[src/rtl/lat_mon_pkg.sv]
`default_nettype none

package lat_mon_pkg;

    // Measurement geometry
    localparam int TIMER_W      = 16;
    localparam int SAMPLE_DEPTH = 256;
    localparam int SAMPLE_AW    = 8;
    localparam int RAM_AW       = SAMPLE_AW + 1;
    localparam int FULL_THRESH  = SAMPLE_DEPTH - 16;
    localparam int PENDING_MAX  = 15;
    localparam int PEND_W       = $clog2(PENDING_MAX + 1);
    localparam int DELTA_ADJ    = 5;

    // Record kind, also the low bit of a memory address
    localparam logic KIND_SENT = 1'b0;
    localparam logic KIND_RCVD = 1'b1;

    typedef logic [TIMER_W-1:0] timer_t;

    // Pair index with wrap bit
    typedef logic [SAMPLE_AW:0] ptr_t;

    typedef struct packed {
        logic                 valid;
        logic                 kind;
        logic [SAMPLE_AW-1:0] idx;
        timer_t               stamp;
    } rec_wr_t;

    typedef struct packed {
        logic   valid;
        timer_t sent;
        timer_t rcvd;
    } delta_t;

    typedef struct packed {
        logic [31:0] cnt;
        logic [31:0] sum;
        timer_t      lat_min;
        timer_t      lat_max;
    } stats_t;

    typedef struct packed {
        logic go;
        logic clear;
    } ctrl_t;

    typedef struct packed {
        ptr_t              rcvd_ptr;
        logic [PEND_W-1:0] pending;
    } cap_status_t;

endpackage

`default_nettype wire

[src/rtl/lat_wb_pkg.sv]
`default_nettype none

package lat_wb_pkg;

    localparam int WB_DW = 32;
    localparam int WB_AW = 4;

    // Register map
    localparam logic [WB_AW-1:0] REG_CTRL   = 4'd0;
    localparam logic [WB_AW-1:0] REG_STATUS = 4'd1;
    localparam logic [WB_AW-1:0] REG_SENT   = 4'd2;
    localparam logic [WB_AW-1:0] REG_RCVD   = 4'd3;

    typedef struct packed {
        logic             cyc;
        logic             stb;
        logic             we;
        logic [WB_AW-1:0] adr;
        logic [WB_DW-1:0] dat;
    } wb_req_t;

    typedef struct packed {
        logic             ack;
        logic [WB_DW-1:0] dat;
    } wb_rsp_t;

    // Read data, status view or sample view of one word
    typedef struct packed {
        logic [WB_DW-lat_mon_pkg::PEND_W-lat_mon_pkg::SAMPLE_AW-3:0] pad;
        logic                                                         full;
        logic [lat_mon_pkg::PEND_W-1:0]                               pending;
        lat_mon_pkg::ptr_t                                            count;
    } status_word_t;

    typedef struct packed {
        logic [WB_DW-lat_mon_pkg::TIMER_W-1:0] pad;
        lat_mon_pkg::timer_t                   stamp;
    } sample_word_t;

    typedef union packed {
        status_word_t status;
        sample_word_t sample;
    } rd_word_u;

    typedef struct packed {
        logic                              valid;
        logic                              kind;
        logic [lat_mon_pkg::SAMPLE_AW-1:0] idx;
    } ram_rd_t;

endpackage

`default_nettype wire

[src/rtl/lat_wb_regs.sv]
`timescale 1ns/100ps
`default_nettype none

module lat_wb_regs (
    input  logic                     i_clk,
    input  logic                     i_rstn,
    input  lat_wb_pkg::wb_req_t      i_wb,
    output lat_wb_pkg::wb_rsp_t      o_wb,
    input  lat_mon_pkg::cap_status_t i_status,
    output lat_mon_pkg::ctrl_t       o_ctrl,
    output lat_wb_pkg::ram_rd_t      o_rd_req,
    output logic                     o_rd_active,
    input  logic                     i_rd_grant,
    input  logic                     i_rd_valid,
    input  lat_mon_pkg::timer_t      i_rd_data
);

    lat_mon_pkg::ptr_t    rd_ptr;
    lat_mon_pkg::ptr_t    rec_cnt;
    lat_wb_pkg::ram_rd_t  rd_req_q;
    lat_wb_pkg::rd_word_u rd_word;
    logic                 go_q;
    logic                 clear_q;
    logic                 ack_q;
    logic                 rd_busy;
    logic                 full;
    logic                 bus_req;
    logic                 is_sample;

    // Records written but not yet read out
    assign rec_cnt = i_status.rcvd_ptr - rd_ptr;
    assign full    = (rec_cnt >= lat_mon_pkg::FULL_THRESH);

    // New access, not yet answered
    assign bus_req   = i_wb.cyc & i_wb.stb & !ack_q & !rd_busy;
    assign is_sample = !i_wb.we
                     & (i_wb.adr == lat_wb_pkg::REG_SENT || i_wb.adr == lat_wb_pkg::REG_RCVD);

    // ############################################################
    // Control register
    // ############################################################
    always_ff @(posedge i_clk) begin
        if (!i_rstn) begin
            go_q    <= 1'b0;
            clear_q <= 1'b0;
        end else begin
            clear_q <= 1'b0;
            if (bus_req && i_wb.we && i_wb.adr == lat_wb_pkg::REG_CTRL) begin
                go_q    <= i_wb.dat[0];
                clear_q <= i_wb.dat[1];
            end else if (full) begin
                go_q <= 1'b0;
            end
        end
    end

    // ############################################################
    // Handshake and sample read-out
    // ############################################################
    always_ff @(posedge i_clk) begin
        if (!i_rstn) begin
            ack_q    <= 1'b0;
            rd_busy  <= 1'b0;
            rd_req_q <= '0;
            rd_ptr   <= '0;
        end else begin
            ack_q <= 1'b0;
            if (i_rd_grant) begin
                rd_req_q.valid <= 1'b0;
            end
            if (bus_req && is_sample) begin
                rd_busy        <= 1'b1;
                rd_req_q.valid <= 1'b1;
                rd_req_q.kind  <= (i_wb.adr == lat_wb_pkg::REG_RCVD);
                rd_req_q.idx   <= rd_ptr[lat_mon_pkg::SAMPLE_AW-1:0];
            end else if (bus_req) begin
                ack_q <= 1'b1;
            end
            if (rd_busy && i_rd_valid) begin
                ack_q   <= 1'b1;
                rd_busy <= 1'b0;
                // Received time closes the record
                if (rd_req_q.kind && rec_cnt != '0) begin
                    rd_ptr <= rd_ptr + 1'b1;
                end
            end
            if (clear_q) begin
                rd_ptr <= '0;
            end
            // Master gave up the cycle
            if (!i_wb.cyc) begin
                rd_busy        <= 1'b0;
                rd_req_q.valid <= 1'b0;
            end
        end
    end

    always_ff @(posedge i_clk) begin
        if (bus_req && !i_wb.we) begin
            case (i_wb.adr)
                lat_wb_pkg::REG_CTRL: begin
                    rd_word <= lat_wb_pkg::WB_DW'(go_q);
                end
                lat_wb_pkg::REG_STATUS: begin
                    rd_word.status.pad     <= '0;
                    rd_word.status.full    <= full;
                    rd_word.status.pending <= i_status.pending;
                    rd_word.status.count   <= rec_cnt;
                end
                default: begin
                    rd_word <= '0;
                end
            endcase
        end else if (rd_busy && i_rd_valid) begin
            rd_word.sample.pad   <= '0;
            rd_word.sample.stamp <= i_rd_data;
        end
    end

    assign o_wb.ack     = ack_q;
    assign o_wb.dat     = rd_word;
    assign o_ctrl.go    = go_q;
    assign o_ctrl.clear = clear_q;
    assign o_rd_req     = rd_req_q;
    assign o_rd_active  = rd_busy & i_wb.cyc;

endmodule

`default_nettype wire

[config.mk]
export PLATFORM = sky130hd
export DESIGN_NAME = lat_wb_regs
export DESIGN_NICKNAME = d
export VERILOG_FILES = /design/src/rtl/lat_mon_pkg.sv /design/src/rtl/lat_wb_pkg.sv /design/src/rtl/lat_wb_regs.sv
export SDC_FILE = /design/constraint.sdc
export NUM_CORES = 1
export LEC_CHECK = 0
export BUFFER_PORTS_ARGS = -buffer_cell sky130_fd_sc_hd__buf_2
export CORE_ASPECT_RATIO = 1.5
export CORE_UTILIZATION = 41
export DETAILED_ROUTE_END_ITERATION = 7
export GPL_TIMING_DRIVEN = 1
export PLACE_DENSITY_LB_ADDON = 0.2
export SETUP_SLACK_MARGIN = 0.02
export SLEW_MARGIN = 20
export SYNTH_ARGS = -nofsm -noshare
export SYNTH_HDL_FRONTEND = slang
export SYNTH_SLANG_ARGS = --single-unit
[constraint.sdc]
create_clock -name i_clk -period 2.53 [get_ports i_clk]
set_input_delay 0.1265 -clock i_clk [delete_from_list [all_inputs] [get_ports i_clk]]
set_output_delay 0.1265 -clock i_clk [all_outputs]
set_load 0.005 [all_outputs]
==> metrics <==
met2 usage 0.351; synth unique cells 53; CTS sink cnt 39; detailed-route wire length per cell roughly 12 microns; CTS tree yes; period utilisation layout 0.966; synthesis-stage register bit count 39; Power Dens Cells between 400 and 500 nW/um^2; Ys Warns 0; CP peak stage delay around 0.35 ns; die width between 60 and 70 microns; Final nets roughly 420; Die H between 90 and 100 microns; Fmax around 0.4 GHz; first-pass GRT wire length between 8 and 9 mm; latest clock arrival within the worst-skew pair just under 0.3 ns; CTS buffer count 5; # setup viols final 0; vias in the first global route ~1.8k; DR vias slightly below 2k; met3 Track Usage GR 0.0394; ys async rst share 0; Synth top area share 0.214; CTS max path bufs 2; Main synth FF type dfxtp_1; DP Wirelength approximately 3.8 mm; sw power roughly 0.33 mW; Final ANT Viol Nets 0; Post-Synth XOR/XNOR Area 0.0195; Avg Cell Area, Syn roughly 9.5 sq um; Setup crit end kind register; area growth from synthesis to layout 35.8%; CTS Hold Bufs 0; Yosys top cell by area edfxtp_1; First DRT Iteration DRCs 50; GRT Resource Usage Total 0.183; Post-synth EDFFs 16; Seq/Total Area, Yosys 0.419; register area between 900 and 1000 sq um; Post-Place Setup Slack -0.174 ns; n_diodes 0; Synth Area in Simple Gates 0.202; filler instances around 480; Sw Share 0.244; critical path class reg -> reg; WP data arrival roughly 2.7 ns; Hold Fails Final Rpt 0; main combinational cell family by area after synthesis simple AND/OR/NAND/NOR gates; grt ovf 0; Post-route DRC 0; slowest CP cell a311o_2; Peak supply drop 0.353 mV; H-tree levels 2; Die ar. just under 6000 sq um; clk_skew a little under 0.005 ns; Setup crit start kind register; Cell Chain, Critical Path ha_4, fa_2, nand2b_4, a211oi_2, buf_4, o21a_1, a311o_1, a41oi_4, buf_6, a311o_2, nand2_1; initial core utilization 0.431; multiplexer area fraction after synthesis 0.0184; sequential share of power 0.496; cell family with most CP delay compound AO/OA/AOI/OAI gates; Worst slew margin 0.594; max-cap viol count 0; minimum clock period ~2.4 ns; multi-input logic area around 1300 sq um; Post-Route WL 5.02 mm; GRT busiest layer met2; Pint between 1 and 1.5 mW; status completed; WP buf/inv 2; met1 Use GR 0.178; CTS root buffer clkbuf_8; RSZ-0062 raised after global routing yes; final worst hold slack 0.0693 ns; I/O pin count 118; Cell Rows 32; combinational share of power 0.148; Core ar. 5200 sq um; Min-Delay Path Class in -> reg; post-synthesis compound-gate area fraction 0.183; clock-pin slew on the worst setup and hold paths 0.08 ns; P_leak between 1 and 1.5 nW; largest net degree at the start of global routing 19; share of post-route cells with drive strength above 1 0.426; final RePlAce weighted congestion ~0.8; initial antenna violation count 0; critical path fanouts, max 6; most frequent cells after synthesis dfxtp_1, nand2_1, buf_4; Adder-Cell Fraction of Synth Area 0.0591; mapped cell area 2250 sq um; max-slew violations 0; setup ws final about 0.086 ns; Clock Power Share 0.357; Pre-Repair DR Iteration Count 4; I/O Buffers 71; Critical Path RT around 2.8 ns; Synth Instances 237; Slew @ Worst Pin 0.607 ns; Area contributors post-synth edfxtp_1, dfxtp_1, buf_4; via/cell ratio around 4.9
cells by family after synthesis:
| kind of cell | Yosys count |
|---|---|
| AOI/OAI and AO/OA | 56 |
| xor gates and xnor gates | 5 |
| adders and majority gates | 10 |
| buffers and inverters | 36 |
| DFF | 39 |
| muxes | 4 |
| other | 1 |
| and+or+nand+nor | 86 |
timing repair:
item	4_1_cts	5_1_grt
cloned	0	0
pin swaps	5	6
resized for setup	16	14
setup buffers	5	1
setup endpoints to repair	10	10
sequential cells by signal, indices dropped and copies added, names as in the netlist:
register / cells
o_rd_req: 10
rd_ptr: 9
ack_q: 1
clear_q: 1
rd_busy: 1
go_q: 1
rd_word: 16
routing by layer:
layer,share of wire,vias to the layer above
met5,0,-
met4,0.032,0
met3,0.045,12
met2,0.54,62
met1,0.38,889
li1,-,1010
worst paths after layout:
kind | slack, ns | end | startpoint | depth (start not counted)
max | 0.09 | rd_ptr[5]$_SDFFE_PP0P_ | rd_ptr[0]$_SDFFE_PP0P_ | 11
min | 0.07 | go_q$_SDFFE_PN0P_ | i_wb[0] | 3
min reg2reg | 0.48 | o_rd_req[9]$_SDFFE_PN0P_ | o_rd_req[9]$_SDFFE_PN0P_ | 2
max reg2reg | 0.09 | rd_ptr[5]$_SDFFE_PP0P_ | rd_ptr[0]$_SDFFE_PP0P_ | 11
area by class of cell:
type	count	share of cell area
tap	68	0.0279
clock buffer	6	0.0308
sequential	39	0.310
timing repair buffer	101	0.194
clock inverter	2	0.00451
inverter	11	0.0135
multi-input combinational	177	0.419
per-stage QoR:
stage	cell area, sq um	setup TNS [ns]	std cells	util	power [mW]
floorplan	2300	0	252	-	0.796
global placement	2740	-0.636	390	0.527	0.852
detailed placement	2740	-0.642	390	0.527	0.855
CTS	2970	0	403	0.571	1.34
global route	3050	-0.0149	404	0.586	1.40
finish	3050	0	404	0.586	1.35
worst register-to-register path: stages (launching register included):
cell	delay (ns)
dfxtp_2	0.34
ha_4	0.16
fa_2	0.34
nand2b_4	0.16
a211oi_2	0.21
buf_4	0.14
o21a_1	0.09
a311o_1	0.19
a41oi_4	0.18
buf_6	0.17
a311o_2	0.35
nand2_1	0.06
power by group through the flow:
stage / clock network [mW] / registers (mW) / logic [mW]
floorplan: 0 / 0.683 / 0.113
global placement: 0 / 0.682 / 0.170
detailed placement: 0 / 0.682 / 0.173
CTS: 0.489 / 0.667 / 0.187
global route: 0.517 / 0.668 / 0.220
finish: 0.480 / 0.667 / 0.198
placed cells by master (no fill, tap or decap), types with 2 or more instances in the layout:
master / synthesis / final
ha_4: 0 / 5
o21ai_0: 8 / 8
a21oi_1: 17 / 15
a22o_1: 7 / 7
xor2_1: 4 / 3
nor3_1: 3 / 3
ha_1: 9 / 4
o31ai_1: 4 / 4
nand4_1: 6 / 6
nand2_1: 23 / 23
a21oi_2: 0 / 2
edfxtp_1: 16 / 16
nand2b_1: 6 / 5
nor2b_1: 11 / 10
and2_1: 3 / 3
nand3_1: 4 / 4
buf_6: 1 / 3
inv_1: 11 / 10
nor2_1: 18 / 17
a31o_2: 3 / 3
conb_1: 1 / 16
dfxtp_2: 0 / 3
buf_4: 19 / 27
clkbuf_8: 0 / 5
dfxtp_1: 23 / 20
buf_2: 0 / 71
mux2i_1: 3 / 3
No activity file was read; power rests on OpenSTA's default activity.
