`src/rtl/lat_mon_pkg.sv`:
```
`default_nettype none

package lat_mon_pkg;

    // Measurement geometry
    localparam int TIMER_W      = 16;
    localparam int SAMPLE_DEPTH = 256;
    localparam int SAMPLE_AW    = 8;
    localparam int RAM_AW       = SAMPLE_AW + 1;
    localparam int FULL_THRESH  = SAMPLE_DEPTH - 16;
    localparam int PENDING_MAX  = 15;
    localparam int PEND_W       = $clog2(PENDING_MAX + 1);
    localparam int DELTA_ADJ    = 5;

    // Record kind, also the low bit of a memory address
    localparam logic KIND_SENT = 1'b0;
    localparam logic KIND_RCVD = 1'b1;

    typedef logic [TIMER_W-1:0] timer_t;

    // Pair index with wrap bit
    typedef logic [SAMPLE_AW:0] ptr_t;

    typedef struct packed {
        logic                 valid;
        logic                 kind;
        logic [SAMPLE_AW-1:0] idx;
        timer_t               stamp;
    } rec_wr_t;

    typedef struct packed {
        logic   valid;
        timer_t sent;
        timer_t rcvd;
    } delta_t;

    typedef struct packed {
        logic [31:0] cnt;
        logic [31:0] sum;
        timer_t      lat_min;
        timer_t      lat_max;
    } stats_t;

    typedef struct packed {
        logic go;
        logic clear;
    } ctrl_t;

    typedef struct packed {
        ptr_t              rcvd_ptr;
        logic [PEND_W-1:0] pending;
    } cap_status_t;

endpackage

`default_nettype wire

```
`src/rtl/lat_wb_pkg.sv`:
```
`default_nettype none

package lat_wb_pkg;

    localparam int WB_DW = 32;
    localparam int WB_AW = 4;

    // Register map
    localparam logic [WB_AW-1:0] REG_CTRL   = 4'd0;
    localparam logic [WB_AW-1:0] REG_STATUS = 4'd1;
    localparam logic [WB_AW-1:0] REG_SENT   = 4'd2;
    localparam logic [WB_AW-1:0] REG_RCVD   = 4'd3;

    typedef struct packed {
        logic             cyc;
        logic             stb;
        logic             we;
        logic [WB_AW-1:0] adr;
        logic [WB_DW-1:0] dat;
    } wb_req_t;

    typedef struct packed {
        logic             ack;
        logic [WB_DW-1:0] dat;
    } wb_rsp_t;

    // Read data, status view or sample view of one word
    typedef struct packed {
        logic [WB_DW-lat_mon_pkg::PEND_W-lat_mon_pkg::SAMPLE_AW-3:0] pad;
        logic                                                         full;
        logic [lat_mon_pkg::PEND_W-1:0]                               pending;
        lat_mon_pkg::ptr_t                                            count;
    } status_word_t;

    typedef struct packed {
        logic [WB_DW-lat_mon_pkg::TIMER_W-1:0] pad;
        lat_mon_pkg::timer_t                   stamp;
    } sample_word_t;

    typedef union packed {
        status_word_t status;
        sample_word_t sample;
    } rd_word_u;

    typedef struct packed {
        logic                              valid;
        logic                              kind;
        logic [lat_mon_pkg::SAMPLE_AW-1:0] idx;
    } ram_rd_t;

endpackage

`default_nettype wire

```
`src/rtl/lat_sample_arbiter.sv`:
```
`timescale 1ns/100ps
`default_nettype none

module lat_sample_arbiter (
    input  logic                             i_clk,
    input  logic                             i_rstn,
    input  lat_mon_pkg::rec_wr_t             i_sent_wr,
    input  lat_mon_pkg::rec_wr_t             i_rcvd_wr,
    input  lat_wb_pkg::ram_rd_t              i_rd_req,
    input  logic                             i_rd_active,
    output logic                             o_rd_grant,
    output logic                             o_rd_valid,
    output lat_mon_pkg::timer_t              o_rd_data,
    output logic                             o_ram_en,
    output logic                             o_ram_we,
    output logic [lat_mon_pkg::RAM_AW-1:0]   o_ram_addr,
    output lat_mon_pkg::timer_t              o_ram_wdata,
    input  lat_mon_pkg::timer_t              i_ram_rdata
);

    lat_mon_pkg::rec_wr_t rcvd_hold;
    lat_mon_pkg::rec_wr_t rcvd_cur;
    logic                 gnt_sent;
    logic                 gnt_rcvd;
    logic                 gnt_rd;
    logic                 rd_valid_q;

    // Held receive record goes first, a new one cannot arrive behind it
    assign rcvd_cur = rcvd_hold.valid ? rcvd_hold : i_rcvd_wr;

    // ############################################################
    // Fixed priority: sent, received, bus read
    // ############################################################
    assign gnt_sent = i_sent_wr.valid;
    assign gnt_rcvd = rcvd_cur.valid & !gnt_sent;
    assign gnt_rd   = i_rd_req.valid & i_rd_active & !gnt_sent & !rcvd_cur.valid;

    // Sent writer always wins, so only the received writer is ever held
    always_ff @(posedge i_clk) begin
        if (!i_rstn) begin
            rcvd_hold.valid <= 1'b0;
        end else if (rcvd_cur.valid && !gnt_rcvd) begin
            rcvd_hold <= rcvd_cur;
        end else begin
            rcvd_hold.valid <= 1'b0;
        end
    end

    always_comb begin
        o_ram_addr  = {i_rd_req.idx, i_rd_req.kind};
        o_ram_wdata = rcvd_cur.stamp;
        if (gnt_sent) begin
            o_ram_addr  = {i_sent_wr.idx, i_sent_wr.kind};
            o_ram_wdata = i_sent_wr.stamp;
        end else if (gnt_rcvd) begin
            o_ram_addr  = {rcvd_cur.idx, rcvd_cur.kind};
        end
    end

    assign o_ram_en = gnt_sent | gnt_rcvd | gnt_rd;
    assign o_ram_we = gnt_sent | gnt_rcvd;

    // Read data is valid the cycle after its grant
    always_ff @(posedge i_clk) begin
        if (!i_rstn) begin
            rd_valid_q <= 1'b0;
        end else begin
            rd_valid_q <= gnt_rd;
        end
    end

    assign o_rd_grant = gnt_rd;
    assign o_rd_valid = rd_valid_q;
    assign o_rd_data  = i_ram_rdata;

endmodule

`default_nettype wire

```
`config.mk`:
```
export PLATFORM = sky130hd
export DESIGN_NAME = lat_sample_arbiter
export DESIGN_NICKNAME = d
export VERILOG_FILES = /design/src/rtl/lat_mon_pkg.sv /design/src/rtl/lat_wb_pkg.sv /design/src/rtl/lat_sample_arbiter.sv
export SDC_FILE = /design/constraint.sdc
export NUM_CORES = 1
export LEC_CHECK = 0
export BUFFER_PORTS_ARGS = -buffer_cell sky130_fd_sc_hd__buf_4
export CORE_MARGIN = 1.5
export CORE_UTILIZATION = 44
export DETAILED_ROUTE_END_ITERATION = 8
export PLACE_DENSITY = 0.89
export SYNTH_ARGS = -nofsm -noshare
export SYNTH_HDL_FRONTEND = slang
export SYNTH_SLANG_ARGS = --single-unit
```
`constraint.sdc`:
```
create_clock -name i_clk -period 3.9 [get_ports i_clk]
set_input_delay 0.585 -clock i_clk [delete_from_list [all_inputs] [get_ports i_clk]]
set_output_delay 0.585 -clock i_clk [all_outputs]
set_load 0.1 [all_outputs]
```
==> impl_metrics.yaml, run 1 <==
clock_network:
  cts_sinks: 27
  hold_buffers: 0
  clkLatencyLatePin_ps: 270
  cts_root_buf: "clkbuf_8"
  cts_setup_buffers: 0
  clock_path_buffers: 2
  cts_inserted_buffers: 3
  cts_resized: 0
  tritoncts: "built"
  clk_pin_slew_worst_paths_ps: 90
  htreeDepth: 1
sta:
  skew_ps: 3.41
  hold_viol: 0
  finalSetupViolations: 0
  fmax_mhz: 371
  relSlewSlack: 0.355
  worst_pin_slew_ps: 967
  drv_slew: 0
  grt_setup_unrepaired: "no"
  fin_setup_tns_ps: 0
  layout_worst_path_cycle_share: 0.691
  period_minus_slack_ps: 2700
  holdWs_ps: 566
routing:
  drc: 0
  via_count: 1318
  routed_wl_mm: 3.63
  vias_per_cell: 5.11
  ant_nets: 0
  first_pass_iters: 4
  drt_iter0_drc: 24
  wire_per_inst_um: 14.1
synthesis:
  yosysWarnings: 0
  ys_types: 20
  synthArstFlopShare: 0
  synth_common_cells: "mux2_2 (32), edfxtp_1 (25), inv_1 (19), buf_4 (17)"
  syn-instance-count: 139
  synth_top_area_share: 0.440
  avgSynthCellArea_um2: 12.3
  syn_nets: 220
  yosysSeqAreaShare: 0.464
  ys_top_cells_by_area: "edfxtp_1 (44%), mux2_2 (21%), buf_4 (7.5%)"
  synth_edf_count: 25
  synth_area_leader_cell: "edfxtp_1"
  synthesis.area_um2: 1710
  synth_ff_type: "edfxtp_1"
  synth.most_common_cell: "mux2_2"
  synth-seq-cells: 27
setup_path:
  worstReg2RegEnd: "rcvd_hold[15]$_DFFE_PP_"
  r2r_cells: 1
  endpoint: "o_ram_wdata[12]"
  crit_required_ps: 3310
  reg2reg_slack_ps: 1680
  cp-end-kind: "output port"
  crit_type: "flop to output port"
  cp-startpoint: "rcvd_hold[25]$_SDFF_PN0_"
  cp_max_fo: 38
  start_kind: "flop"
  rr_startpoint: "rcvd_hold[25]$_SDFF_PN0_"
  cp_data_arrival_time_ps: 2110
cells_and_area:
  fin_area_um2: 2310
  area_growth_pct: 35.7
  fin_cells: 258
  diodes: 0
  fin_nets: 292
  drive_gt1_frac: 0.624
worst_hold_path:
  hp-class: "input pin to flop"
global_route:
  grt_pass1_vias: 1273
  antenna_found_initial: 0
  grt_usage: 0.170
  grt_max_degree: 39
  grt_pass1_wl_mm: 5.68
  grt-ovfl-total: 0
flow_run:
  maxCapViolations: 0
placement:
  dp.cells: 254
  port_buffers: 93
  gp_congestion: 0.722
  hpwl_mm: 2.68
  place_area_um2: 2270
floorplan:
  start_util: 0.462
  row_count: 22
  core-area_um2: 3690
  fp.dieArea_um2: 4260
  ioPinCount: 126
  die_h_um: 65.3
  fp.dieW_um: 65.3
power:
  leakage_nw: 1.03
  ir_drop_mv: 0.238
  total_power_mw: 0.844
  pwr_density_cell_nw_per_um2: 365
outcome:
  status: "finished, final reports clean"
cell usage in the layout, fill, tap and decap left out:
master	instances
clkinv_2	1
nor2_1	1
edfxtp_1	25
mux2i_1	9
nor3_1	1
a221oi_1	9
buf_4	93
or3_4	1
nor4_1	9
nand2b_1	1
dfxtp_1	1
mux2_2	32
clkbuf_8	3
inv_1	19
dfxtp_2	1
o21ba_1	1
o211a_1	2
nand2_1	1
how the worst min path moves through the flow:
| stage | to | startpoint | slack [ps] | cells past startpoint |
|---|---|---|---|---|
| floorplan | rcvd_hold[16]$_DFFE_PP_ | rcvd_hold[16]$_DFFE_PP_ | 520 | 2 |
| global placement | rcvd_hold[21]$_DFFE_PP_ | rcvd_hold[21]$_DFFE_PP_ | 540 | 2 |
| detailed placement | rcvd_hold[17]$_DFFE_PP_ | rcvd_hold[17]$_DFFE_PP_ | 550 | 2 |
| CTS | o_rd_valid$_SDFF_PN0_ | i_rstn | 560 | 3 |
| global route | o_rd_valid$_SDFF_PN0_ | i_rstn | 580 | 3 |
| finish | o_rd_valid$_SDFF_PN0_ | i_rstn | 570 | 3 |
registers in the layout, indices dropped and copies added, names as in the netlist:
signal      flops
rcvd_hold      26
o_rd_valid      1
area by class of cell:
cell class,count,area (µm²)
tap,48,60.1
timing repair buffer,93,698
clock buffer,3,41.3
sequential,27,792
fill,301,1380
inverter,19,71.3
clock inverter,1,5.00
multi-input combinational,67,646
report_power, final:
part / internal (mW) / switching, mW / total (mW)
Sequential: 0.330 / 0.00876 / 0.339
Clock: 0.0714 / 0.0837 / 0.155
Combinational: 0.109 / 0.241 / 0.350
per-stage QoR:
| stage | worst slack (ps) | utilization |
|---|---|---|
| finish | 1200 | 0.627 |
| global route | 1010 | 0.627 |
| CTS | 1190 | 0.627 |
| detailed placement | 1360 | 0.615 |
| global placement | 1380 | 0.615 |
| floorplan | 21.2 | - |
cells by family (layout without fill, tap and decap cells):
group / Yosys count / count (layout) / share of synthesized area
flops: 27 / 27 / 0.464
buf+inv: 45 / 116 / 0.158
compound gates: 12 / 12 / 0.0638
simple gates: 14 / 14 / 0.0506
mux: 41 / 41 / 0.264
routing by layer:
layer	vias up	share of wire	global-route usage
met4	0	0.011	0.0469
met1	608	0.41	0.207
met2	67	0.49	0.295
met5	-	0	0
li1	639	-	-
met3	4	0.090	0.0479
worst max-delay path, stage by stage, from the launching register on:
cell     delay (ps)
dfxtp_2         910
mux2_2          430
mux2_2          260
buf_4           230
(Power assumes the default switching activity.)
==> inputs of run 2 (changes only) <==
Settings changed: CORE_UTILIZATION 44 to 40, PLACE_DENSITY 0.89 to 0.83.
Clock period 3.9 ns to 2.67 ns, I/O delays scaled along.
==> run 2 against run 1 <==
Net effect:
- die area up 9.5%
- routed wire length up 2.7%
- setup slack worse by 690 ps
- via count up 0.15%
- non-clock buffer count up 3
==> impl_metrics.yaml, run 2 (synthesis gave the netlist of run 1 again) <==
outcome:
  status: "finished, final reports clean"
clock_network:
  clk_pin_slew_worst_paths_ps: 90
  cts_root_buf: "clkbuf_8"
  hold_buffers: 0
  cts_resized: 0
  clock_path_buffers: 2
  htreeDepth: 1
  clkLatencyLatePin_ps: 260
  cts_inserted_buffers: 3
  cts_setup_buffers: 0
  tritoncts: "built"
  cts_sinks: 27
cells_and_area:
  fillers: 362
  drive_gt1_frac: 0.629
  area_growth_pct: 38.2
  fin_area_um2: 2360
  regMostFlops: "rcvd_hold"
  fin_util: 0.581
  largest_reg_flops: 26
  layout_common_cells: "buf_4 (95), mux2_2 (32), edfxtp_1 (25)"
  fin_nets: 295
  layout_commonest_cell: "buf_4"
  diodes: 0
power:
  p_int_mw: 0.752
  total_power_mw: 1.23
  leakage_nw: 1.05
  switching_share: 0.389
  power.switching_mw: 0.480
  clockPowerShare: 0.179
  ir_drop_mv: 0.208
  pwr_density_cell_nw_per_um2: 523
  p_comb_frac: 0.428
  pwr-share-seq: 0.394
routing:
  vias_per_cell: 5.02
  drc: 0
  routed_wl_mm: 3.73
  ant_nets: 0
  wire_per_inst_um: 14.2
  via_count: 1320
  drt_iter0_drc: 18
  first_pass_iters: 4
global_route:
  grt_usage: 0.147
  grt-ovfl-total: 0
  grt_pass1_vias: 1227
  grt_pass1_wl_mm: 5.22
  antenna_found_initial: 0
  grt_max_degree: 39
floorplan:
  ioPinCount: 126
  core-area_um2: 4060
  fp.dieArea_um2: 4660
  start_util: 0.420
  die_h_um: 68.3
  row_count: 23
  fp.dieW_um: 68.3
sta:
  relSlewSlack: 0.724
  grt_setup_unrepaired: "no"
  period_minus_slack_ps: 2160
  layout_worst_path_cycle_share: 0.809
  hold_viol: 0
  worst_pin_slew_ps: 413
  skew_ps: 4.07
  drv_slew: 0
  fmax_mhz: 463
  layout_setup_ws_ps: 510
  finalSetupViolations: 0
placement:
  hpwl_mm: 2.83
  gp_congestion: 0.631
  post-place-ws_ps: 531
  port_buffers: 93
  place_area_um2: 2310
setup_path:
  start_kind: "flop"
  cp-end-kind: "output port"
  crit_required_ps: 2270
  cp_max_fo: 38
  crit_type: "flop to output port"
  cp_data_arrival_time_ps: 1760
worst_hold_path:
  hp-class: "input pin to flop"
flow_run:
  maxCapViolations: 0
-- run 2: critical path: stages (launching register included) --
cell      delay, ps
dfxtp_1         330
buf_12          180
o21ba_1         320
a221oi_1        310
buf_4           340
-- run 2: cell type report --
cell class | count | area, µm² | share of cell area
inverter | 19 | 71.3 | 0.0303
clock buffer | 4 | 45.0 | 0.0191
tap | 50 | 62.6 | 0.0265
timing repair buffer | 96 | 733 | 0.311
sequential | 27 | 791 | 0.335
multi-input combinational | 67 | 654 | 0.278
-- run 2: final timing paths --
kind / startpoint / endpoint / slack (ps) / cells after the start
worst max-delay path: rcvd_hold[25]$_SDFF_PN0_ / o_ram_addr[7] / 510 / 4
worst min-delay path: i_rstn / o_rd_valid$_SDFF_PN0_ / 390 / 3
worst max register to register: rcvd_hold[25]$_SDFF_PN0_ / rcvd_hold[0]$_DFFE_PP_ / 1370 / 3
worst min register to register: rcvd_hold[24]$_DFFE_PP_ / rcvd_hold[24]$_DFFE_PP_ / 570 / 2
-- run 2: metal layers --
| metal | vias to the layer above | wire length, µm | GRT usage |
|---|---|---|---|
| li1 | 643 | - | - |
| met1 | 607 | 1410 | 0.151 |
| met2 | 66 | 1860 | 0.284 |
| met3 | 4 | 435 | 0.0428 |
| met4 | 0 | 23 | 0.0425 |
| met5 | - | 0 | 0 |
-- run 2: power by group through the flow --
stage / sequential, mW / clock (mW) / combinational [mW]
floorplan: 0.495 / 0 / 0.503
global placement: 0.494 / 0 / 0.525
detailed placement: 0.495 / 0 / 0.529
CTS: 0.485 / 0.234 / 0.530
global route: 0.486 / 0.251 / 0.550
finish: 0.485 / 0.220 / 0.527
-- run 2: through the flow --
step	std cells	hold slack (ps)	setup TNS (ps)
after floorplan	139	520	-6720
after global placement	259	548	0
after detailed placement	259	549	0
after CTS	263	380	0
after global routing	263	380	0
final	263	387	0
