`config.mk`:
```
export PLATFORM = sky130hd
export DESIGN_NAME = lat_event_capture
export DESIGN_NICKNAME = d
export VERILOG_FILES = /design/src/rtl/lat_mon_pkg.sv /design/src/rtl/lat_event_capture.sv
export SDC_FILE = /design/constraint.sdc
export NUM_CORES = 1
export LEC_CHECK = 0
export ABC_AREA = 1
export BUFFER_PORTS_ARGS = -buffer_cell sky130_fd_sc_hd__buf_2
export CORE_MARGIN = 2
export CORE_UTILIZATION = 58
export DETAILED_ROUTE_END_ITERATION = 8
export PLACE_DENSITY = 0.77
export SLEW_MARGIN = 20
export SYNTH_ARGS = -nofsm -noshare
export SYNTH_HDL_FRONTEND = slang
export SYNTH_SLANG_ARGS = --single-unit
```
`constraint.sdc`:
```
create_clock -name i_clk -period 6.8 [get_ports i_clk]
set_input_delay 0.34 -clock i_clk [delete_from_list [all_inputs] [get_ports i_clk]]
set_output_delay 0.34 -clock i_clk [all_outputs]
set_load 0.01 [all_outputs]
```
`src/rtl/lat_mon_pkg.sv`:
```
`default_nettype none

package lat_mon_pkg;

    // Measurement geometry
    localparam int TIMER_W      = 16;
    localparam int SAMPLE_DEPTH = 256;
    localparam int SAMPLE_AW    = 8;
    localparam int RAM_AW       = SAMPLE_AW + 1;
    localparam int FULL_THRESH  = SAMPLE_DEPTH - 16;
    localparam int PENDING_MAX  = 15;
    localparam int PEND_W       = $clog2(PENDING_MAX + 1);
    localparam int DELTA_ADJ    = 5;

    // Record kind, also the low bit of a memory address
    localparam logic KIND_SENT = 1'b0;
    localparam logic KIND_RCVD = 1'b1;

    typedef logic [TIMER_W-1:0] timer_t;

    // Pair index with wrap bit
    typedef logic [SAMPLE_AW:0] ptr_t;

    typedef struct packed {
        logic                 valid;
        logic                 kind;
        logic [SAMPLE_AW-1:0] idx;
        timer_t               stamp;
    } rec_wr_t;

    typedef struct packed {
        logic   valid;
        timer_t sent;
        timer_t rcvd;
    } delta_t;

    typedef struct packed {
        logic [31:0] cnt;
        logic [31:0] sum;
        timer_t      lat_min;
        timer_t      lat_max;
    } stats_t;

    typedef struct packed {
        logic go;
        logic clear;
    } ctrl_t;

    typedef struct packed {
        ptr_t              rcvd_ptr;
        logic [PEND_W-1:0] pending;
    } cap_status_t;

endpackage

`default_nettype wire

```
`src/rtl/lat_event_capture.sv`:
```
`timescale 1ns/100ps
`default_nettype none

module lat_event_capture (
    input  logic                     i_clk,
    input  logic                     i_rstn,
    input  lat_mon_pkg::ctrl_t       i_ctrl,
    input  logic                     i_tx_sof,
    input  logic                     i_rx_sof,
    output lat_mon_pkg::rec_wr_t     o_sent_wr,
    output lat_mon_pkg::rec_wr_t     o_rcvd_wr,
    output lat_mon_pkg::delta_t      o_delta,
    output lat_mon_pkg::cap_status_t o_status
);

    lat_mon_pkg::timer_t timer;

    // Sent times waiting for their receive, oldest at q_rd
    lat_mon_pkg::timer_t sent_q [2**lat_mon_pkg::PEND_W];

    logic [lat_mon_pkg::PEND_W-1:0]    q_wr;
    logic [lat_mon_pkg::PEND_W-1:0]    q_rd;
    logic [lat_mon_pkg::PEND_W-1:0]    pending;
    logic [lat_mon_pkg::SAMPLE_AW-1:0] tx_idx;
    lat_mon_pkg::ptr_t                 rx_ptr;
    logic                              send_ev;
    logic                              rcv_ev;

    // ############################################################
    // Free-running timer
    // ############################################################
    always_ff @(posedge i_clk) begin
        if (!i_rstn) begin
            timer <= '0;
        end else begin
            timer <= timer + 1'b1;
        end
    end

    // ############################################################
    // Event qualification
    // ############################################################
    assign send_ev = i_tx_sof & i_ctrl.go & !i_ctrl.clear
                   & (pending != lat_mon_pkg::PEND_W'(lat_mon_pkg::PENDING_MAX));

    // Only a receive with something in flight is paired
    assign rcv_ev = i_rx_sof & !i_ctrl.clear & (pending != '0);

    always_ff @(posedge i_clk) begin
        if (send_ev) begin
            sent_q[q_wr] <= timer;
        end
    end

    always_ff @(posedge i_clk) begin
        if (!i_rstn || i_ctrl.clear) begin
            q_wr            <= '0;
            q_rd            <= '0;
            pending         <= '0;
            tx_idx          <= '0;
            rx_ptr          <= '0;
            o_sent_wr.valid <= 1'b0;
            o_rcvd_wr.valid <= 1'b0;
            o_delta.valid   <= 1'b0;
        end else begin
            o_sent_wr.valid <= send_ev;
            o_rcvd_wr.valid <= rcv_ev;
            o_delta.valid   <= rcv_ev;

            if (send_ev) begin
                q_wr            <= q_wr + 1'b1;
                tx_idx          <= tx_idx + 1'b1;
                o_sent_wr.kind  <= lat_mon_pkg::KIND_SENT;
                o_sent_wr.idx   <= tx_idx;
                o_sent_wr.stamp <= timer;
            end

            // Pair with the oldest pending transmit
            if (rcv_ev) begin
                q_rd            <= q_rd + 1'b1;
                rx_ptr          <= rx_ptr + 1'b1;
                o_rcvd_wr.kind  <= lat_mon_pkg::KIND_RCVD;
                o_rcvd_wr.idx   <= rx_ptr[lat_mon_pkg::SAMPLE_AW-1:0];
                o_rcvd_wr.stamp <= timer;
                o_delta.sent    <= sent_q[q_rd];
                o_delta.rcvd    <= timer;
            end

            case ({send_ev, rcv_ev})
                2'b10:   pending <= pending + 1'b1;
                2'b01:   pending <= pending - 1'b1;
                default: pending <= pending;
            endcase
        end
    end

    assign o_status.rcvd_ptr = rx_ptr;
    assign o_status.pending  = pending;

endmodule

`default_nettype wire

```
==> results of run 1 <==
==> registers in the layout, summed over array words and instances (netlist names) <==
name       flops
o_delta       33
o_rcvd_wr      8
o_sent_wr     25
pending        4
q_rd           4
q_wr           4
rx_ptr         9
sent_q       256
timer         16
tx_idx         8
==> area by class of cell <==
class / count / area (um2) / share of cell area, %
Inverter: 78 / 294 / 1.80
Tap cell: 324 / 405 / 2.49
Sequential cell: 367 / 10600 / 64.8
Timing Repair Buffer: 123 / 691 / 4.24
Clock inverter: 19 / 121 / 0.745
Clock buffer: 44 / 952 / 5.84
Multi-Input combinational cell: 664 / 3270 / 20.1
==> layer usage <==
layer  routed length, um  global-route usage, %
met1               13400                   35.9
met2               16500                   42.6
met3                3310                   4.33
met4                1060                   10.7
met5                   0                      0
==> cell usage in the layout, fill, tap and decap left out <==
cell        synthesis  layout
nand3b_1            1       1
nor3_2              1       1
and2_1              1       1
nor2_1            198     195
inv_2               2       1
nand3_1            58      58
clkinvlp_4          0       1
o211ai_1           60      60
bufinv_16           0       1
inv_6               0       2
nor3_1              4       4
clkinv_1            2       9
clkbuf_1           23       7
nand2_1            99      99
o21a_1              3       3
nand4_1             9       9
clkbuf_16           0      37
buf_4              25      21
ha_1               11      11
buf_2              17     101
xnor2_1             6       6
a21oi_1            61      61
dfxtp_2             0       1
inv_1              74      74
clkinv_2            0       9
xor2_1              4       4
buf_16              0       1
o21ai_1            35      35
or2_2               1       1
nor2_4              1       3
edfxtp_1          320     320
conb_1              2       2
dfxtp_1            47      45
o21ai_0           109     109
nor2_2              0       1
dfxtp_4             0       1
==> path summary, 6_finish.rpt <==
check | startpoint | end | slack [ps]
min | i_rstn | timer[1] | 70
max reg2reg | pending[1] | pending[2] | 3790
min reg2reg | tx_idx[2] | tx_idx[2] | 520
max | pending[1] | pending[2] | 3790
==> critical path: cells and delay by family, from the launching register on <==
kind	cells	cell delay, ps
simple gates	4	1030
buf+inv	4	640
fa+ha+maj	2	540
flops	1	360
compound gates	2	200
xor+xnor	1	140
==> logic make-up after synthesis <==
family | count (synthesis) | synth area share (%)
and+or+nand+nor | 373 | 10.5
DFF | 367 | 72.4
AOI/OAI and AO/OA | 268 | 10.3
buffers and inverters | 154 | 5.22
adders and majority gates | 11 | 0.945
xor gates and xnor gates | 10 | 0.601
other | 2 | 0.0516
==> where the power goes <==
part           total [mW]  internal (mW)  switching [mW]  leakage (nW)
logic              0.0922         0.0274          0.0649          1.87
clock network        1.84           1.04           0.808         0.530
registers            2.45           2.43          0.0155          3.33
total                4.39           3.50           0.888          5.72
==> metrics.md, run 1 <==
| Metric | Value |
|---|---|
| CTS tree | built |
| Final min period | between 3000 and 4000 ps |
| RSZ-0062 raised after global routing | false |
| Core area | between 20,000 and 25,000 um2 |
| Status | finished clean |
| Top FF cell, synth | edfxtp_1 |
| Place WS | 3880 ps |
| Placer Congestion | 0.819 |
| Leakage | between 5 and 6 nW |
| Clock skew | 13.9 ps |
| Hold_buf cts | 0 |
| Hold WC Path Type | in -> reg |
| # diodes | 0 |
| Synth top area share | 66.0% |
| Mapped Nets | approximately 1.2k |
| Final setup fails | 0 |
| Post-CTS sizing | 0 |
| Most used cell, CP | inv_1 |
| Slew margin rel. | 24.2% |
| Syn avg cell area | around 12 um2 |
| Actual slew at the worst max-slew pin | roughly 1100 ps |
| Vias post-DR | between 9k and 10k |
| Worst-skew pair later-pin latency | roughly 520 ps |
| Setup WS post-layout | ~3800 ps |
| Number of synthesized flops with an enable pin | 320 |
| Worst Setup Start Kind | register |
| Grt ovf | 0 |
| CP max stage delay | approximately 500 ps |
| FFs w/ async S/R, synth | 0% |
| CP arrival | around 3400 ps |
| Hold WS | around 73 ps |
| Seq cells post-synth | between 300 and 400 |
| Nets | about 1.3k |
| Post-route ant nets | 0 |
| Seq/Total Area, Yosys | approximately 72% |
| CTS root buffer | clkbuf_16 |
| Top post-synthesis cells by area | edfxtp_1 (66%), dfxtp_1 (6.5%), nor2_1 (5.1%) |
| Die height | around 160 um |
| Design area | between 15,000 and 20,000 um2 |
| Synth top cells by count | edfxtp_1 (320), nor2_1 (198), o21ai_0 (109), nand2_1 (99), inv_1 (74) |
| IO buf count | ~100 |
| Detail Placement HPWL | around 19 mm |
| Final WL | around 34 mm |
| P&R area growth vs syn | 11.8% |
| Worst VDD drop | 207 uV |
| CP endpoint kind | register |
| Max Fclk | about 0.33 GHz |
| Crit path cell chain | inv_1 -> nand4_1 -> nand2_1 -> clkinv_1 -> ha_1 -> nand2_1 -> inv_1 -> nor2_1 -> ha_1 -> a21oi_1 -> xnor2_1 -> o21ai_0 -> inv_1 |
| Max Cap Viol | 0 |
| Sink Count | about 370 |
| Design Power | between 4 and 5 mW |
| Slowest cell on crit path | nand2_1 |
| Die width | roughly 160 um |
| Synthesized cell area | about 15,000 um2 |
| H-tree depth | 2 |
| Pin count of the biggest net entering global routing | 90 |
| Synth cell types | 30 |
| Worst-path fanout max | 13 |
| Synth Warn # | 0 |
| Fin util | 66.6% |
| Post-route setup TNS | 0 ps |
| Crit Path Class | reg -> reg |
| Dpl cells | ~1.6k |
| Initial antenna violation count | 0 |
| Final Max Tran Viols | 0 |
| Drt pass-1 iters | 5 |
| Row count | 57 |
| GRT Util Overall | a little over a quarter |
| Final critical-path share of the clock period | ~44% |
| Layout cell share with drive strength beyond 1 | ~14% |
| Final Hold Viols | 0 |
| Pwr per Cell Area | about 270 nW/um2 |
| Die ar. | about 26,000 um2 |
| Post-CTS Repair Setup Buffers | 0 |
| Syn Inst Count | 1,185 |
| Vias in the first global route | around 9.4k |
| Initial Util | just under 60% |
| Worst-path clk slew | 60 ps |
| 1st-iter DRT viols | about 1.1k |
| Post-synth top area cell | edfxtp_1 |
| Worst endpoint required time | between 7000 and 8000 ps |
| Fill cell count | approximately 1.7k |
| WHS Path Cells | 3 |
| Count leader, synth | edfxtp_1 |
| IO Pins | roughly 100 |
| Via density | between 5 and 6 |
| Clock Tree Buf Depth | 3 |
| Number of CTS-inserted buffers | 36 |
| Layout Cells excl Fill | between 1.5k and 2k |
| Reg2Reg Depth | 13 |
| First-pass GRT wire length | about 52 mm |
| Drt drc | 0 |
| Post-DR wirelength/cell | ~21 um |
| Placed instance area | about 15,000 um2 |
Note: power is estimated with default switching activity, not from simulation.
==> run 2: changes to the inputs <==
==> constraint.sdc (replaced) <==
create_clock -name i_clk -period 3 [get_ports i_clk]
set_input_delay 0.15 -clock i_clk [delete_from_list [all_inputs] [get_ports i_clk]]
set_output_delay 0.15 -clock i_clk [all_outputs]
set_load 0.01 [all_outputs]
==> metrics.md, run 2 (synthesis gave the netlist of run 1 again) <==
| Metric | Value |
|---|---|
| Status | finished clean |
| Grt ovf | 0 |
| Worst-skew pair later-pin latency | between 500 and 600 ps |
| Die height | between 150 and 200 um |
| FF-to-FF End | pending[2] |
| Pin count of the biggest net entering global routing | 76 |
| Dpl cells | approximately 1.6k |
| Vias post-DR | ~9.7k |
| Worst-path clk slew | 60 ps |
| RSZ-0062 raised after global routing | false |
| Max Fclk | roughly 0.43 GHz |
| Layout cell share with drive strength beyond 1 | between 10% and 20% |
| Top flop regs | sent_q x256, o_delta x33, o_sent_wr x25 |
| Final WL | about 34 mm |
| Die width | around 160 um |
| Final Hold Viols | 0 |
| Row count | 57 |
| R2r setup slk | between 600 and 700 ps |
| First-pass GRT wire length | 52.1 mm |
| Placer Congestion | about 0.85 |
| Clock Tree Buf Depth | 3 |
| # diodes | 0 |
| Post-route setup TNS | 0 ps |
| Sink Count | about 370 |
| 1st-iter DRT viols | 1,115 |
| IO Pins | approximately 100 |
| Initial Util | roughly three fifths |
| Worst endpoint required time | between 3000 and 4000 ps |
| Drt pass-1 iters | 6 |
| Nets | 1,315 |
| Leakage | 5.88 nW |
| Number of CTS-inserted buffers | 37 |
| Reg-to-Reg Start | pending[2] |
| Post-route ant nets | 0 |
| CTS root buffer | clkbuf_16 |
| Most used cell, CP | inv_1 |
| Crit path cell chain | inv_1 -> nand4_1 -> nand2_1 -> clkinv_1 -> ha_1 -> nand2_1 -> inv_1 -> nor2_1 -> ha_1 -> a21oi_1 -> xnor2_1 -> o21ai_0 -> inv_1 |
| Placed instance area | 15,400 um2 |
| Die ar. | between 20,000 and 30,000 um2 |
| Worst-case hold path end point | tx_idx[3] |
| CP arrival | 2710 ps |
| Pwr per Cell Area | 609 nW/um2 |
| Design area | approximately 17,000 um2 |
| CP max stage delay | approximately 350 ps |
| Hold WS | ~43 ps |
| P&R area growth vs syn | 13.7% |
| Detail Placement HPWL | about 20 mm |
| Final Max Tran Viols | 0 |
| Final min period | roughly 2300 ps |
| Initial antenna violation count | 0 |
| CTS tree | built |
| Max reg flops | 256 |
| Actual slew at the worst max-slew pin | 1020 ps |
| Final setup fails | 0 |
| Slew margin rel. | ~32% |
| Clock skew | 14.6 ps |
| GRT Util Overall | a little over a quarter |
| Reg2Reg Depth | 13 |
| Biggest register | sent_q |
| IO buf count | approximately 100 |
| Most common cell after layout, fill and taps aside | edfxtp_1 |
| Vias in the first global route | a little over 9k |
| Crit Path Class | reg -> reg |
| Most frequent cells in the layout | edfxtp_1 (320), nor2_1 (190), o21ai_0 (109), buf_2 (101), nand2_1 (99) |
| Worst VDD drop | 370 uV |
| Worst Setup Start Kind | register |
| Layout Cells excl Fill | approximately 1.6k |
| H-tree depth | 2 |
| CP endpoint kind | register |
| Slowest cell on crit path | dfxtp_1 |
| Worst-path fanout max | 9 |
| Drt drc | 0 |
| HP Start | i_ctrl[0] |
| Core area | around 24,000 um2 |
| Hold WC Path Type | in -> reg |
| Post-DR wirelength/cell | between 20 and 25 um |
| WHS Path Cells | 4 |
| Via density | 5.87 |
| Final critical-path share of the clock period | around three quarters |
| Max Cap Viol | 0 |
## run 2: cell count changes in the layout (fill, tap and decap cells not counted), sizes merged
cell	before	now
buf	123	148
clkbuf	44	53
clkinv	18	12
clkinvlp	1	0
dlygate4sd3	0	2
## run 2: worst max-delay path by stage
stage | start | to | slack [ps] | cells past startpoint
after floorplan | pending[1] | o_delta[0] | 600 | 5
after global placement | pending[1] | pending[2] | 780 | 13
after detailed placement | pending[2] | pending[2] | 750 | 13
after CTS | pending[2] | pending[2] | 720 | 13
after global routing | pending[0] | pending[2] | 410 | 13
final | pending[2] | pending[2] | 690 | 13
## run 2: power breakdown
part / total (mW) / internal, mW / switching, mW
registers: 5.53 / 5.52 / 0.0147
logic: 0.253 / 0.0716 / 0.181
clock network: 4.30 / 2.49 / 1.80
## run 2: per-layer routing
metal	vias up	global-route usage [%]	part of all wire (%)	routed length, um
li1	4411	-	-	-
met1	4639	38.0	39	13400
met2	556	41.5	47	16200
met3	60	5.98	12	4000
met4	0	6.44	2.0	683
met5	-	0	0	0
## run 2: layout make-up
cell class	count	area [um2]
Multi-Input combinational cell	664	3280
Clock inverter	12	82.6
Clock buffer	53	1040
Tap cell	324	405
Timing Repair Buffer	150	903
Inverter	78	293
Sequential cell	367	10600
Fill cell	1738	7910
## run 2: timing repair
item | in CTS | in global routing
endpoints found under the setup margin | 0 | 0
endpoints found under the hold margin | 6 | 0
setup buffers | 0 | 0
hold buffers | 2 | 0
resized for setup | 0 | 0
## run 2: metrics by stage
step                      power, mW  utilization [%]  setup WS (ps)
after detailed placement       5.89             63.0            745
after CTS                      10.1             67.7            716
after global placement         5.88             63.0            779
final                          10.1             67.7            692
after global routing           10.3             67.7            410
after floorplan                5.80                -            603
## run 2: critical path: cells and delay by family (launching register included)
kind	cells	cell delay, ps
compound gates	2	210
xor+xnor	1	130
fa+ha+maj	2	500
buf+inv	4	450
flops	1	350
simple gates	4	550
==> run 3: changes to the inputs <==
==> constraint.sdc (replaced) <==
create_clock -name i_clk -period 2.3 [get_ports i_clk]
set_input_delay 0.115 -clock i_clk [delete_from_list [all_inputs] [get_ports i_clk]]
set_output_delay 0.115 -clock i_clk [all_outputs]
set_load 0.01 [all_outputs]
==> metrics.md, run 3 (synthesis gave the netlist of run 1 again) <==
| Metric | Value |
|---|---|
| First-pass GRT wire length | approximately 54 mm |
| Layout cell share with drive strength beyond 1 | ~18% |
| Grt ovf | 0 |
| NetSw | roughly 2.7 mW |
| Placed instance area | between 15,000 and 20,000 um2 |
| Final min period | 2030 ps |
| Flop pwr share | ~52% |
| GRT Util Overall | a little over a quarter |
| Post-CTS sizing | 0 |
| Worst Setup Start Kind | register |
| Final Max Tran Viols | 0 |
| Nets | around 1.3k |
| CTS root buffer | clkbuf_16 |
| RSZ-0062 raised after global routing | false |
| Pint | about 11 mW |
| CP arrival | about 2400 ps |
| Leakage | approximately 6.0 nW |
| # diodes | 0 |
| Combinational power share | about 2.2% |
| Post-DR wirelength/cell | 21.0 um |
| Worst-path fanout max | 5 |
| Final Hold Viols | 0 |
| Drt pass-1 iters | 6 |
| Clock skew | between 20 and 25 ps |
| Actual slew at the worst max-slew pin | around 780 ps |
| Status | finished clean |
| Fin util | 68.9% |
| CP endpoint kind | register |
| Pwr per Cell Area | roughly 820 nW/um2 |
| Max reg flops | between 200 and 300 |
| Post-CTS Repair Setup Buffers | 0 |
| Worst-skew pair later-pin latency | around 530 ps |
| Worst VDD drop | roughly 550 uV |
| Post-route ant nets | 0 |
| Die width | 162 um |
| 1st-iter DRT viols | ~1.1k |
| Most frequent cells in the layout | edfxtp_1 (320), nor2_1 (181), o21ai_0 (109), buf_2 (101), nand2_1 (99) |
| P&R area growth vs syn | 15.7% |
| Clock Tree Buf Depth | 3 |
| IO buf count | roughly 100 |
| Max Cap Viol | 0 |
| Initial antenna violation count | 0 |
| Crit Path Class | reg -> reg |
| Detail Placement HPWL | roughly 19 mm |
| Die ar. | 26,400 um2 |
| Vias in the first global route | between 9k and 10k |
| Vias post-DR | a little under 10k |
| Clock power share | roughly 46% |
| Hold_buf cts | 2 |
| H-tree depth | 2 |
| IO Pins | around 100 |
| Final WL | about 35 mm |
| Placer Congestion | 0.845 |
| Worst endpoint required time | roughly 2700 ps |
| Number of CTS-inserted buffers | 37 |
| CTS tree | built |
| Core area | 24,500 um2 |
| Worst-path clk slew | about 60 ps |
| Design area | between 15,000 and 20,000 um2 |
| Slew margin rel. | 47.7% |
| Switching share of power | between 10% and 20% |
| Final critical-path share of the clock period | about 88% |
| Die height | approximately 160 um |
| Drt drc | 0 |
| Via density | 5.88 |
| Max Fclk | about 0.49 GHz |
| Post-route setup TNS | 0 ps |
| Hold WC Path Type | in -> reg |
| Most common cell after layout, fill and taps aside | edfxtp_1 |
| Biggest register | sent_q |
| Final setup fails | 0 |
| Sink Count | about 370 |
| Row count | 57 |
| Top flop regs | sent_q x256, o_delta x33, o_sent_wr x25 |
| Initial Util | between 50% and 60% |
| Pin count of the biggest net entering global routing | 74 |
## run 3: layer usage
metal	global-route usage, %	share of wire (%)	vias to the layer above
li1	-	-	4435
met5	0	0	-
met3	4.89	9.4	101
met1	36.0	39	4679
met4	12.2	3.8	0
met2	44.2	48	536
## run 3: final timing paths
path / to / cells past startpoint / slack, ps / from
setup reg to reg: pending[2] / 13 / 270 / pending[2]
setup / recovery: pending[2] / 13 / 270 / pending[2]
hold reg to reg: timer[12] / 2 / 470 / timer[12]
hold / removal: q_rd[3] / 5 / 80 / i_ctrl[0]
## run 3: worst max-delay path, stage by stage, from the launching register on
cell      delay (ps)
dfxtp_1          350
inv_1            120
nand4_1          200
nand2_1          140
clkinv_1          80
ha_1             230
nand2_1           80
inv_1             50
nor2_1           130
ha_1             160
a21oi_1           50
xnor2_1          140
o21ai_0          150
inv_1             50
## run 3: metrics by stage
| step | power [mW] | hold slack (ps) | std cells | setup WS, ps |
|---|---|---|---|---|
| 2_1_floorplan | 7.56 | 208 | 1185 | 125 |
| 3_3_place_gp | 7.65 | 361 | 1588 | 412 |
| 3_5_place_dp | 7.66 | 372 | 1588 | 313 |
| 4_1_cts | 13.9 | 72.0 | 1657 | 281 |
| 5_1_grt | 14.2 | 109 | 1657 | 37.4 |
| 6_report | 13.9 | 83.3 | 1657 | 267 |
## run 3: area by class of cell
| cell class | instances | area [um2] |
|---|---|---|
| Tap cell | 324 | 405 |
| Clock inverter | 16 | 234 |
| Fill cell | 1645 | 7610 |
| Inverter | 78 | 293 |
| Clock buffer | 51 | 1060 |
| Timing Repair Buffer | 157 | 1010 |
| Multi-Input combinational cell | 664 | 3300 |
| Sequential cell | 367 | 10600 |
## run 3: power by group through the flow
| stage | registers, mW | logic [mW] | clock network (mW) |
|---|---|---|---|
| after floorplan | 7.37 | 0.197 | 0 |
| after global placement | 7.36 | 0.293 | 0 |
| after detailed placement | 7.36 | 0.303 | 0 |
| after CTS | 7.21 | 0.311 | 6.39 |
| after global routing | 7.21 | 0.346 | 6.64 |
| final | 7.21 | 0.312 | 6.34 |
